## config.mk

```make
export PLATFORM = sky130hd
export DESIGN_NAME = ex_stage
export DESIGN_NICKNAME = d
export VERILOG_FILES = /design/src/hdl/ex_pkg.sv /design/src/hdl/ex_alu.sv /design/src/hdl/ex_branch_unit.sv /design/src/hdl/ex_csr_buffer.sv /design/src/hdl/ex_mult.sv /design/src/hdl/ex_stage.sv /design/src/hdl/ex_writeback.sv
export VERILOG_INCLUDE_DIRS = /design/src /design/src/include
export SDC_FILE = /design/constraint.sdc
export NUM_CORES = 2
export LEC_CHECK = 0
export BUFFER_PORTS_ARGS = -buffer_cell sky130_fd_sc_hd__buf_2
export CAP_MARGIN = 20
export CELL_PAD_IN_SITES_DETAIL_PLACEMENT = 1
export CELL_PAD_IN_SITES_GLOBAL_PLACEMENT = 2
export CORE_MARGIN = 4
export CORE_UTILIZATION = 30
export CTS_CLUSTER_DIAMETER = 200
export CTS_CLUSTER_SIZE = 30
export DETAILED_ROUTE_END_ITERATION = 6
export PLACE_DENSITY_LB_ADDON = 0.3
export SLEW_MARGIN = 20
export SYNTH_ARGS = -nofsm -noshare
export SYNTH_HDL_FRONTEND = slang
export SYNTH_SLANG_ARGS = --single-unit
```

## constraint.sdc

```tcl
create_clock -name clk_i -period 22 [get_ports clk_i]
set_clock_uncertainty 0.1 [all_clocks]
set_input_delay 4.4 -clock clk_i [delete_from_list [all_inputs] [get_ports clk_i]]
set_output_delay 4.4 -clock clk_i [all_outputs]
set_load 0.005 [all_outputs]
```

## src/include/ex_settings.svh

```systemverilog
/*
 * Execute stage settings
 * Widths and PC step sizes shared by every unit of the execute stage
 */

`ifndef EX_SETTINGS_SVH
`define EX_SETTINGS_SVH

// ----------------------------------------------------------------------
// Datapath widths
// ----------------------------------------------------------------------

// Operands, results and PC
`define EX_XLEN 32

// Scoreboard entry index
`define EX_TRANS_ID_BITS 3

// CSR address field of the instruction
`define EX_CSR_ADDR_BITS 12

// ----------------------------------------------------------------------
// Link address increments
// ----------------------------------------------------------------------

// Full size instruction
`define EX_PC_STEP 4
// Compressed instruction
`define EX_PC_STEP_C 2

`endif

```

## src/hdl/ex_pkg.sv

```systemverilog
/*
 * Execute stage package
 * Operation encoding shared by the issue port and all functional units
 */

package ex_pkg;

  // --------------------------------------------------------------------
  // Functional unit operations
  // --------------------------------------------------------------------
  // One encoding space for all units, the strobe picks the unit
  typedef enum logic [4:0] {
    // ALU arithmetic and logic
    ADD    = 5'd0,
    SUB    = 5'd1,
    AND    = 5'd2,
    OR     = 5'd3,
    XOR    = 5'd4,
    // ALU shifts
    SLL    = 5'd5,
    SRL    = 5'd6,
    SRA    = 5'd7,
    // ALU set-less-than
    SLT    = 5'd8,
    SLTU   = 5'd9,
    // Branch conditions, evaluated by the ALU comparator
    EQ     = 5'd10,
    NE     = 5'd11,
    LTS    = 5'd12,
    GES    = 5'd13,
    LTU    = 5'd14,
    GEU    = 5'd15,
    // CSR access through the buffer
    CSR_RW = 5'd16,
    // Multiplier
    MUL    = 5'd17,
    MULH   = 5'd18,
    MULHU  = 5'd19
  } fu_op_e;

endpackage

```

## src/hdl/ex_alu.sv

```systemverilog
/*
 * ALU of the execute stage
 * Single-cycle arithmetic, logic, shift and compare operations,
 * plus the comparison bit used by the branch unit
 */

`include "ex_settings.svh"

module ex_alu (
  input  logic                alu_valid_i,
  input  logic                branch_valid_i,
  input  ex_pkg::fu_op_e      operation_i,
  input  logic [`EX_XLEN-1:0] operand_a_i,
  input  logic [`EX_XLEN-1:0] operand_b_i,
  output logic [`EX_XLEN-1:0] result_o,
  output logic                cmp_res_o
);

  // ----------------------------------------------------------------------
  // Operand silencing
  // ----------------------------------------------------------------------
  logic                active;
  logic [`EX_XLEN-1:0] op_a;
  logic [`EX_XLEN-1:0] op_b;
  logic [4:0]          shamt;
  logic                eq;
  logic                lt_s;
  logic                lt_u;

  // Branches also need the comparator
  assign active = alu_valid_i | branch_valid_i;
  assign op_a   = active ? operand_a_i : '0;
  assign op_b   = active ? operand_b_i : '0;

  // Only the low five bits count for a 32 bit shift
  assign shamt = op_b[4:0];

  // Shared comparator
  assign eq   = (op_a == op_b);
  assign lt_s = ($signed(op_a) < $signed(op_b));
  assign lt_u = (op_a < op_b);

  // ----------------------------------------------------------------------
  // Result select
  // ----------------------------------------------------------------------
  always_comb begin
    result_o = '0;
    case (operation_i)
      ex_pkg::ADD:  result_o = op_a + op_b;
      ex_pkg::SUB:  result_o = op_a - op_b;
      ex_pkg::AND:  result_o = op_a & op_b;
      ex_pkg::OR:   result_o = op_a | op_b;
      ex_pkg::XOR:  result_o = op_a ^ op_b;
      ex_pkg::SLL:  result_o = op_a << shamt;
      ex_pkg::SRL:  result_o = op_a >> shamt;
      // Sign bit replicated from the top
      ex_pkg::SRA:  result_o = $signed(op_a) >>> shamt;
      ex_pkg::SLT:  result_o = {{(`EX_XLEN-1){1'b0}}, lt_s};
      ex_pkg::SLTU: result_o = {{(`EX_XLEN-1){1'b0}}, lt_u};
      default:      result_o = '0;
    endcase
  end

  // ----------------------------------------------------------------------
  // Branch comparison bit
  // ----------------------------------------------------------------------
  always_comb begin
    cmp_res_o = 1'b0;
    case (operation_i)
      ex_pkg::EQ:  cmp_res_o = eq;
      ex_pkg::NE:  cmp_res_o = ~eq;
      ex_pkg::LTS: cmp_res_o = lt_s;
      ex_pkg::GES: cmp_res_o = ~lt_s;
      ex_pkg::LTU: cmp_res_o = lt_u;
      ex_pkg::GEU: cmp_res_o = ~lt_u;
      // Not a branch, never taken
      default:     cmp_res_o = 1'b0;
    endcase
  end

endmodule

```

## src/hdl/ex_branch_unit.sv

```systemverilog
/*
 * Branch unit
 * Resolves conditional branches against the fetch prediction and
 * produces the link address for the write-back port
 */

`include "ex_settings.svh"

module ex_branch_unit (
  input  logic                branch_valid_i,
  input  ex_pkg::fu_op_e      operation_i,
  input  logic                cmp_res_i,
  input  logic [`EX_XLEN-1:0] pc_i,
  input  logic [`EX_XLEN-1:0] imm_i,
  input  logic                is_compressed_i,
  input  logic                predict_taken_i,
  input  logic [`EX_XLEN-1:0] predict_target_i,
  output logic [`EX_XLEN-1:0] link_o,
  output logic                resolve_o,
  output logic                taken_o,
  output logic [`EX_XLEN-1:0] target_o,
  output logic                mispredict_o
);

  // Bundle comes in unsilenced, this path is already timing critical
  logic [`EX_XLEN-1:0] target;
  logic [`EX_XLEN-1:0] step;
  logic                is_branch;
  logic                dir_wrong;
  logic                tgt_wrong;

  // Only the six conditions resolve a branch
  always_comb begin
    case (operation_i)
      ex_pkg::EQ, ex_pkg::NE, ex_pkg::LTS,
      ex_pkg::GES, ex_pkg::LTU, ex_pkg::GEU: is_branch = 1'b1;
      default:                               is_branch = 1'b0;
    endcase
  end

  // ----------------------------------------------------------------------
  // Target and link
  // ----------------------------------------------------------------------
  assign target = pc_i + imm_i;

  // Next sequential PC depends on instruction size
  assign step   = is_compressed_i ? `EX_XLEN'(`EX_PC_STEP_C) : `EX_XLEN'(`EX_PC_STEP);
  assign link_o = pc_i + step;

  assign target_o = target;
  assign taken_o  = cmp_res_i;

  // ----------------------------------------------------------------------
  // Resolution
  // ----------------------------------------------------------------------
  assign resolve_o = branch_valid_i & is_branch;

  // Wrong direction, or taken to the wrong place
  assign dir_wrong    = (predict_taken_i != cmp_res_i);
  assign tgt_wrong    = cmp_res_i & (predict_target_i != target);
  assign mispredict_o = resolve_o & (dir_wrong | tgt_wrong);

  // Every issued branch carries one of the six conditions
  always_comb begin
    if (branch_valid_i) begin
      assert (resolve_o)
        else $error("branch issued with a non-branch operation");
    end
  end

endmodule

```

## src/hdl/ex_csr_buffer.sv

```systemverilog
/*
 * CSR buffer
 * Holds one CSR address until the instruction commits and blocks
 * further issue while the entry is occupied
 */

`include "ex_settings.svh"

module ex_csr_buffer (
  input  logic                         clk_i,
  input  logic                         rst_ni,
  input  logic                         flush_i,
  input  logic                         csr_valid_i,
  input  logic                         csr_commit_i,
  input  logic [`EX_XLEN-1:0]          operand_a_i,
  input  logic [`EX_XLEN-1:0]          imm_i,
  output logic                         csr_ready_o,
  output logic [`EX_XLEN-1:0]          csr_result_o,
  output logic [`EX_CSR_ADDR_BITS-1:0] csr_addr_o
);

  logic                         full_q;
  logic [`EX_CSR_ADDR_BITS-1:0] addr_q;

  // Value to write into the CSR, silenced when idle
  assign csr_result_o = csr_valid_i ? operand_a_i : '0;

  assign csr_ready_o = ~full_q;
  assign csr_addr_o  = addr_q;

  // ----------------------------------------------------------------------
  // Occupancy
  // ----------------------------------------------------------------------
  always_ff @(posedge clk_i or negedge rst_ni) begin
    if (!rst_ni) begin
      full_q <= 1'b0;
    end else if (flush_i || csr_commit_i) begin
      // Entry retired or squashed
      full_q <= 1'b0;
    end else if (csr_valid_i) begin
      full_q <= 1'b1;
    end
  end

  // Address field sits in the low immediate bits
  always_ff @(posedge clk_i) begin
    if (csr_valid_i) begin
      addr_q <= imm_i[`EX_CSR_ADDR_BITS-1:0];
    end
  end

  // Issue logic must wait for ready before a second CSR op
  assert property (@(posedge clk_i) disable iff (!rst_ni) full_q |-> !csr_valid_i)
    else $error("CSR issued while buffer full");

endmodule

```

## src/hdl/ex_mult.sv

```systemverilog
/*
 * Multiplier
 * Fixed one-cycle latency, fully pipelined, the transaction ID
 * travels alongside the product
 */

`include "ex_settings.svh"

module ex_mult (
  input  logic                         clk_i,
  input  logic                         rst_ni,
  input  logic                         flush_i,
  input  logic                         mult_valid_i,
  input  ex_pkg::fu_op_e               operation_i,
  input  logic [`EX_XLEN-1:0]          operand_a_i,
  input  logic [`EX_XLEN-1:0]          operand_b_i,
  input  logic [`EX_TRANS_ID_BITS-1:0] trans_id_i,
  output logic                         mult_valid_o,
  output logic [`EX_XLEN-1:0]          result_o,
  output logic [`EX_TRANS_ID_BITS-1:0] trans_id_o
);

  logic [`EX_XLEN-1:0]          op_a;
  logic [`EX_XLEN-1:0]          op_b;
  logic [`EX_TRANS_ID_BITS-1:0] id_g;
  logic signed [2*`EX_XLEN-1:0] prod_s;
  logic [2*`EX_XLEN-1:0]        prod_u;
  logic [`EX_XLEN-1:0]          result_d;
  logic                         valid_q;
  logic [`EX_XLEN-1:0]          result_q;
  logic [`EX_TRANS_ID_BITS-1:0] trans_id_q;

  // Inputs silenced when not issued
  assign op_a = mult_valid_i ? operand_a_i : '0;
  assign op_b = mult_valid_i ? operand_b_i : '0;
  assign id_g = mult_valid_i ? trans_id_i : '0;

  // ----------------------------------------------------------------------
  // Full width products
  // ----------------------------------------------------------------------
  assign prod_s = $signed(op_a) * $signed(op_b);
  assign prod_u = op_a * op_b;

  // Word select
  always_comb begin
    case (operation_i)
      ex_pkg::MUL:   result_d = prod_u[`EX_XLEN-1:0];
      ex_pkg::MULH:  result_d = prod_s[2*`EX_XLEN-1:`EX_XLEN];
      ex_pkg::MULHU: result_d = prod_u[2*`EX_XLEN-1:`EX_XLEN];
      default:       result_d = '0;
    endcase
  end

  // ----------------------------------------------------------------------
  // Output stage
  // ----------------------------------------------------------------------
  // Flush kills whatever would land next cycle
  always_ff @(posedge clk_i or negedge rst_ni) begin
    if (!rst_ni) begin
      valid_q <= 1'b0;
    end else if (flush_i) begin
      valid_q <= 1'b0;
    end else begin
      valid_q <= mult_valid_i;
    end
  end

  // New product every cycle, back-to-back issue allowed
  always_ff @(posedge clk_i) begin
    result_q   <= result_d;
    trans_id_q <= id_g;
  end

  assign mult_valid_o = valid_q;
  assign result_o     = result_q;
  assign trans_id_o   = trans_id_q;

endmodule

```

## src/hdl/ex_stage.sv

```systemverilog
/*
 * Execute stage top level
 * Fixed-latency units behind one issue port and one write-back port
 */

`include "ex_settings.svh"

module ex_stage (
  input  logic                         clk_i,
  input  logic                         rst_ni,
  input  logic                         flush_i,
  // Issue bundle
  input  ex_pkg::fu_op_e               operation_i,
  input  logic [`EX_XLEN-1:0]          operand_a_i,
  input  logic [`EX_XLEN-1:0]          operand_b_i,
  input  logic [`EX_XLEN-1:0]          imm_i,
  input  logic [`EX_XLEN-1:0]          pc_i,
  input  logic                         is_compressed_i,
  input  logic [`EX_TRANS_ID_BITS-1:0] trans_id_i,
  // Unit strobes, at most one per cycle
  input  logic                         alu_valid_i,
  input  logic                         branch_valid_i,
  input  logic                         csr_valid_i,
  input  logic                         mult_valid_i,
  // Prediction from fetch
  input  logic                         predict_taken_i,
  input  logic [`EX_XLEN-1:0]          predict_target_i,
  input  logic                         csr_commit_i,
  // Shared write-back port
  output logic                         flu_valid_o,
  output logic [`EX_XLEN-1:0]          flu_result_o,
  output logic [`EX_TRANS_ID_BITS-1:0] flu_trans_id_o,
  output logic                         flu_ready_o,
  output logic [`EX_CSR_ADDR_BITS-1:0] csr_addr_o,
  // Branch resolution
  output logic                         resolve_o,
  output logic                         taken_o,
  output logic [`EX_XLEN-1:0]          target_o,
  output logic                         mispredict_o
);

  // ----------------------------------------------------------------------
  // Internal wires
  // ----------------------------------------------------------------------
  logic                         cmp_res;
  logic [`EX_XLEN-1:0]          alu_result;
  logic [`EX_XLEN-1:0]          link;
  logic [`EX_XLEN-1:0]          csr_result;
  logic                         mult_valid;
  logic [`EX_XLEN-1:0]          mult_result;
  logic [`EX_TRANS_ID_BITS-1:0] mult_trans_id;

  // ALU, also the branch comparator
  ex_alu alu_inst (
    .alu_valid_i   (alu_valid_i),
    .branch_valid_i(branch_valid_i),
    .operation_i   (operation_i),
    .operand_a_i   (operand_a_i),
    .operand_b_i   (operand_b_i),
    .result_o      (alu_result),
    .cmp_res_o     (cmp_res)
  );

  // Branch unit
  ex_branch_unit branch_unit_inst (
    .branch_valid_i  (branch_valid_i),
    .operation_i     (operation_i),
    .cmp_res_i       (cmp_res),
    .pc_i            (pc_i),
    .imm_i           (imm_i),
    .is_compressed_i (is_compressed_i),
    .predict_taken_i (predict_taken_i),
    .predict_target_i(predict_target_i),
    .link_o          (link),
    .resolve_o       (resolve_o),
    .taken_o         (taken_o),
    .target_o        (target_o),
    .mispredict_o    (mispredict_o)
  );

  // CSR buffer, its ready is the whole FLU ready
  ex_csr_buffer csr_buffer_inst (
    .clk_i       (clk_i),
    .rst_ni      (rst_ni),
    .flush_i     (flush_i),
    .csr_valid_i (csr_valid_i),
    .csr_commit_i(csr_commit_i),
    .operand_a_i (operand_a_i),
    .imm_i       (imm_i),
    .csr_ready_o (flu_ready_o),
    .csr_result_o(csr_result),
    .csr_addr_o  (csr_addr_o)
  );

  // Multiplier
  ex_mult mult_inst (
    .clk_i       (clk_i),
    .rst_ni      (rst_ni),
    .flush_i     (flush_i),
    .mult_valid_i(mult_valid_i),
    .operation_i (operation_i),
    .operand_a_i (operand_a_i),
    .operand_b_i (operand_b_i),
    .trans_id_i  (trans_id_i),
    .mult_valid_o(mult_valid),
    .result_o    (mult_result),
    .trans_id_o  (mult_trans_id)
  );

  // Write-back select
  ex_writeback writeback_inst (
    .alu_valid_i    (alu_valid_i),
    .csr_valid_i    (csr_valid_i),
    .branch_valid_i (branch_valid_i),
    .mult_valid_i   (mult_valid),
    .alu_result_i   (alu_result),
    .csr_result_i   (csr_result),
    .mult_result_i  (mult_result),
    .link_i         (link),
    .trans_id_i     (trans_id_i),
    .mult_trans_id_i(mult_trans_id),
    .flu_valid_o    (flu_valid_o),
    .flu_result_o   (flu_result_o),
    .flu_trans_id_o (flu_trans_id_o)
  );

endmodule

```

## src/hdl/ex_writeback.sv

```systemverilog
/*
 * Write-back select
 * Picks result, transaction ID and valid of the shared FLU port
 */

`include "ex_settings.svh"

module ex_writeback (
  input  logic                         alu_valid_i,
  input  logic                         csr_valid_i,
  input  logic                         branch_valid_i,
  input  logic                         mult_valid_i,
  input  logic [`EX_XLEN-1:0]          alu_result_i,
  input  logic [`EX_XLEN-1:0]          csr_result_i,
  input  logic [`EX_XLEN-1:0]          mult_result_i,
  input  logic [`EX_XLEN-1:0]          link_i,
  input  logic [`EX_TRANS_ID_BITS-1:0] trans_id_i,
  input  logic [`EX_TRANS_ID_BITS-1:0] mult_trans_id_i,
  output logic                         flu_valid_o,
  output logic [`EX_XLEN-1:0]          flu_result_o,
  output logic [`EX_TRANS_ID_BITS-1:0] flu_trans_id_o
);

  // One writer per cycle on the scoreboard port
  assign flu_valid_o = alu_valid_i | branch_valid_i | csr_valid_i | mult_valid_i;

  // ----------------------------------------------------------------------
  // Result mux
  // ----------------------------------------------------------------------
  always_comb begin
    // Branch link by default
    flu_result_o   = link_i;
    flu_trans_id_o = trans_id_i;
    if (alu_valid_i) begin
      flu_result_o = alu_result_i;
    end else if (csr_valid_i) begin
      flu_result_o = csr_result_i;
    end else if (mult_valid_i) begin
      // Product belongs to an earlier issue
      flu_result_o   = mult_result_i;
      flu_trans_id_o = mult_trans_id_i;
    end
  end

  // Cycle after a multiply is reserved for its result
  always_comb begin
    if (mult_valid_i) begin
      assert (!(alu_valid_i || branch_valid_i || csr_valid_i))
        else $error("multiplier result collides with a new issue");
    end
  end

endmodule

```

Word-level counts from Yosys, hierarchy flattened
Cells that the tools add are included.
Widths: inputs -> output; s select.
- add/sub/neg operators: 4
- $mul: 2
- divide/modulo/power cells: 0
- magnitude comparators: 2
- equal/unequal tests: 21
- shift-type cells: 3
- muxes and demuxes: 18
- bitwise gates (word level): 14
- reduce and logical (&&, ||, !) cells: 4
- operators by type and width (kind ; number):
    $pmux 32 s10 ; 1
    $mux 32 ; 7
    $mul 32x32->64 ; 2
    $add 32x32->32 ; 3
    $pmux 32 s3 ; 1
    $lt 32x32->1 ; 2
    $eq 5x4->1 const B ; 8
    $and 32x32->32 ; 1
    $eq 32x32->1 ; 1
    $ne 32x32->1 ; 1
    $or 32x32->32 ; 1
    $shl 32x5->32 ; 1
    $shr 32x5->32 ; 1
    $sshr 32x5->32 ; 1
    $sub 32x32->32 ; 1
    $xor 32x32->32 ; 1
    $eq 5x3->1 const B ; 4
    $eq 5x5->1 const B ; 3
    $mux 3 ; 4
    $eq 5x2->1 const B ; 2
    $pmux 1 s6 ; 1
    $reduce_or 6->1 ; 1
    $eq 5x1->1 const B ; 1
    $logic_not 5->1 ; 1
    7 further kinds ; 18
- bits in registers: 49
- bits in latches: 0
- bits in writable memories: 0
- bits in read-only memories: 0
- word-level logic and storage cells: 73
- memories kept: 0

Logic depth before layout (Yosys ltp)
- depth after elaboration: 8
- depth in mapped cells: 34
- mapped depth without buffers: 29

Hierarchy
Synthesis repeated with hierarchy kept, for this count alone.
- cell total of the unflattened synthesis: 8044
- area, all modules: 68493.2 µm²
- modules (own cells, without submodules) (module ; instances ; cells each ; area each (µm²) ; seq. area each (µm²)):
    ex_mult ; 1 ; 5805 ; 53488.8 ; 725.7
    ex_alu ; 1 ; 1557 ; 9564.2 ; 0.0
    ex_branch_unit ; 1 ; 479 ; 3543.4 ; 0.0
    ex_writeback ; 1 ; 152 ; 1243.7 ; 0.0
    ex_csr_buffer ; 1 ; 51 ; 653.1 ; 385.4

Least setup slack after synthesis
No wires, ideal clock.
- path type: input to output
- from: in branch_valid_i
- to: out mispredict_o
- arrival: 8993 ps
- setup slack: 8507 ps
- cell stages on the path: 22
- cells stage by stage: or2_1 > clkbuf_1 > buf_2 > clkbuf_1 > clkbuf_1 > buf_1 > buf_1 > buf_1 > nand2_1 > ha_1 > clkbuf_1 > nor4_1 > nand2_1 > nor4_1 > xnor2_1 > o32a_1 > nand3_1 > nand4_1 > nor4_2 > o2111ai_1 > nor4_2 > a31oi_1
- word-level cells in the longest chain between the ends: 8
- ends and longest elaborated chain (element ; line ; text):
    from (decl) ; ex_stage.sv:22 ; input logic branch_valid_i,
    $or 1x1->1 (*) ; ex_alu.sv:31 ; assign active = alu_valid_i | branch_valid_i;
    $mux 32, on equally long branches ; ex_alu.sv:32, ex_alu.sv:33 ;
    $lt 32x32->1 (tied with other cells) ; ex_alu.sv:41 ; assign lt_u = (op_a < op_b);
    $not 1->1, on equally long branches ; ex_alu.sv:75, ex_alu.sv:71, ex_alu.sv:73 ;
    $pmux 1 s6 (*) ; ex_alu.sv:69 ; case (operation_i)
    via taken_o ; ex_stage.sv:37 ; output logic taken_o,
    $ne 1x1->1 / $and 1x1->1 (equally long branches) ; ex_branch_unit.sv:59, ex_branch_unit.sv:60 ;
    $or 1x1->1 (*) ; ex_branch_unit.sv:61 ; assign mispredict_o = resolve_o & (dir_wrong | tgt_wrong);
    $and 1x1->1 (*) ; ex_branch_unit.sv:61 ;
    to (decl) ; ex_stage.sv:39 ; output logic mispredict_o
Mark *: on every way through the listed nets, which the timed path passes. The rest lies on a longest branch.

Worst setup path in the final report
- from: in alu_valid_i
- to: out flu_result_o[22]
- word-level cells in the longest chain between the ends: 5
- ends and longest elaborated chain (element ; line ; text):
    from (decl) ; ex_stage.sv:21 ; input logic alu_valid_i,
    $or 1x1->1 ; ex_alu.sv:31 ;
    $mux 32, on equally long branches ; ex_alu.sv:32, ex_alu.sv:33 ;
    $sub 32x32->32 (tied with other cells) ; ex_alu.sv:50 ; ex_pkg::SUB: result_o = op_a - op_b;
    $pmux 32 s10 ; ex_alu.sv:48 ; case (operation_i)
    $mux 32 (*) ; ex_writeback.sv:34 ; if (alu_valid_i) begin
    to (decl) ; ex_stage.sv:31 ; output logic [`EX_XLEN-1:0] flu_result_o,
Mark *: on every way between the ends. The rest lies on a longest branch, timed or not.

==> metrics <==
GRT Residual Overflow 0; # DRC 0; Final Setup Violations 0; clk sink count 49; Clk Latency, worst-skew pair 340 ps; die area roughly 230,000 um2; crit path DAT 10,660 ps; Setup Buffers After CTS 0; DR vias approximately 58,000; CP peak stage delay 700 ps; EDFF count, synth 12; Inserted Clock Buffers 5; GP Congestion about 0.96; 1st-pass router iterations 6; Ports 262; # hold bufs at CTS 0; Yosys cell types ~100; first-pass GRT wire length ~460,000 um; worst slew pin tran 1280 ps; routed len/inst between 30 and 40 um; CTS tree yes; vias per cell 5.46; Rows ~170; number of antenna-violating nets in the routed design 0; core area approximately 220,000 um2; dpl hpwl roughly 260,000 um; Finished Layout Cells 10,551; cell count after placement 10,531; Post-Syn Instances roughly 7,700; final core occ 0.323; fin. max-slew vios 0; Chip Height 476 um; slowest CP cell buf_4; Die W about 480 um; asr flop ratio synth 0.0408; DRT iter0 DRCs 4,803; cells along the critical path buf_2 > buf_4 > or2_4 > buf_4 > nand2_2 > buf_4 > ha_1 > nor2_1 > o221ai_1 > a211oi_1 > o21ai_1 > a21boi_1 > o31ai_1 > o21bai_1 > a21oi_1 > o21ai_0 > a2111oi_0 > o32ai_1 > buf_2; Clock Path Buffers 2; PortBufs 261; status complete, no violations; Yosys warnings 0; root buffer cell clkbuf_16; top-area cell type share of the netlist area 0.449; final wirelength around 320,000 um; largest net degree at the start of global routing 170; Initial Util 0.302; initial antenna violation count 37; Area growth, synth to finish 6.81%; setup_tns 0 ps; layout cells sized above 1 0.0664; top area cells in the synthesized netlist fa_1 45%, ha_1 9.8%, inv_1 9.6%; Mapped Avg Cell Area about 8.5 um2; Worst setup SP type input pin; total track usage 0.278; Top cell by count, worst path buf_4; syn nets between 9,000 and 10,000; final hold violations 0; fill cell count ~26,000; number of global-route vias before repair 63,617; Max Freq between 60 and 70 MHz; critical path class in -> out; Max FO, Critical Path slightly below 60; top_reg_cell synth dfxtp_1; Clock transition at path regs 80 ps; Max-Cap Viols 0; post-synthesis sequential area ratio 0.0169; Period minus WS final roughly 15,000 ps; depth of the CTS H-tree 2; Synth Register Bits 49; Mapped Area ~66,000 um2; Critical Path End Type output pin; fin crit share 0.689; Final #Nets slightly below 10,000; Post-CTS Resized 0; Yosys top cell by area fa_1; Max-slew headroom 0.128; Hold Path Class reg -> reg; CP required 17,500 ps; RSZ-0062 raised after global routing no
-- synthesized netlist by cell type, drive strengths merged (73+ instances only) --
cell    count
inv      1685
fa       1475
nand2     814
and3      547
ha        514
clkbuf    429
nor2      333
a21oi     296
o21ai     213
nand3     126
xnor2     124
a21o      105
xor2       73
-- per-layer routing --
layer	up-vias	track usage	wire [um]	part of all wire
li1	24290	-	-	-
met2	2123	0.473	154000	0.48
met4	20	0.116	16000	0.050
met1	30693	0.353	129000	0.41
met3	500	0.0391	19900	0.062
met5	-	0	133	0.00042
-- placed cells by master, fill, tap and decap left out, types with 34 or more instances in the layout --
| master | instances |
|---|---|
| inv_1 | 1678 |
| fa_1 | 1474 |
| nand2_1 | 812 |
| and3_1 | 546 |
| ha_1 | 514 |
| nor2_1 | 333 |
| a21oi_1 | 296 |
| buf_2 | 258 |
| o21ai_0 | 180 |
| buf_4 | 152 |
| nand3_1 | 126 |
| xnor2_1 | 124 |
| a21o_1 | 105 |
| xor2_1 | 73 |
| o211ai_1 | 64 |
| nor3_1 | 62 |
| and2_1 | 56 |
| o22ai_1 | 54 |
| mux2i_1 | 52 |
| a31oi_1 | 45 |
| a211oi_1 | 43 |
| nand4_1 | 35 |
| dfxtp_1 | 35 |
| nand2b_1 | 34 |
-- worst paths after layout --
check	startpoint	to	slack, ps	cells past startpoint
worst max register to register	csr_buffer_inst.full_q	csr_buffer_inst.full_q	21180	2
worst max-delay path	alu_valid_i	flu_result_o[22]	6840	19
max in group asynchronous	rst_ni	mult_inst.mult_valid_o	17980	1
worst min register to register	csr_buffer_inst.full_q	csr_buffer_inst.full_q	520	2
worst min-delay path	csr_buffer_inst.full_q	csr_buffer_inst.full_q	520	2
min in group asynchronous	rst_ni	csr_buffer_inst.full_q	3720	1
-- layout make-up --
type                    instances  area (um2)  area share
inverters                    1687        6330      0.0901
flip-flops and latches         49        1110      0.0158
multi-input cells            5529       56600       0.806
clock buffers                   6         129     0.00183
well taps                    2854        3570      0.0508
repair buffers                412        2470      0.0351
clock inverters                 2        13.8    0.000196
diodes                         12        30.0    0.000427
-- stage by stage --
stage | hold WS [ps] | worst slack, ps | instance area [um2]
2_1_floorplan | 413 | 8510 | 65800
3_3_place_gp | 496 | 6910 | 70100
3_5_place_dp | 519 | 6840 | 70100
4_1_cts | 533 | 6870 | 70200
5_1_grt | 561 | 6470 | 70200
6_report | 521 | 6840 | 70200
-- cell families (layout without fill, tap and decap cells) --
| kind of cell | count (synthesis) | after routing | synth area share |
|---|---|---|---|
| compound gates | 1107 | 1107 | 0.111 |
| xor+xnor | 201 | 201 | 0.0276 |
| other cells | 0 | 12 | 0 |
| fa+ha+maj | 1989 | 1989 | 0.547 |
| flops | 49 | 49 | 0.0169 |
| mux | 78 | 78 | 0.0146 |
| buf+inv | 2161 | 2107 | 0.124 |
| simple gates | 2154 | 2154 | 0.159 |
-- critical path, delay by kind of cell --
family,cells,cell delay [ps]
AO/OA/AOI/OAI,10,2880
AND/OR/NAND/NOR,3,960
buffers and inverters,5,1780
adder cells (fa/ha/maj),1,510
-- state kept, by name, indices dropped and copies added, names as in the netlist --
| name | flops |
|---|---|
| csr_buffer_inst.full_q | 1 |
| mult_inst.trans_id_o | 3 |
| csr_buffer_inst.csr_addr_o | 12 |
| mult_inst.mult_valid_o | 1 |
| mult_inst.result_o | 32 |
Power is not shown: default switching activity piles up to over one toggle a cycle in this logic, so the estimate is an artifact.
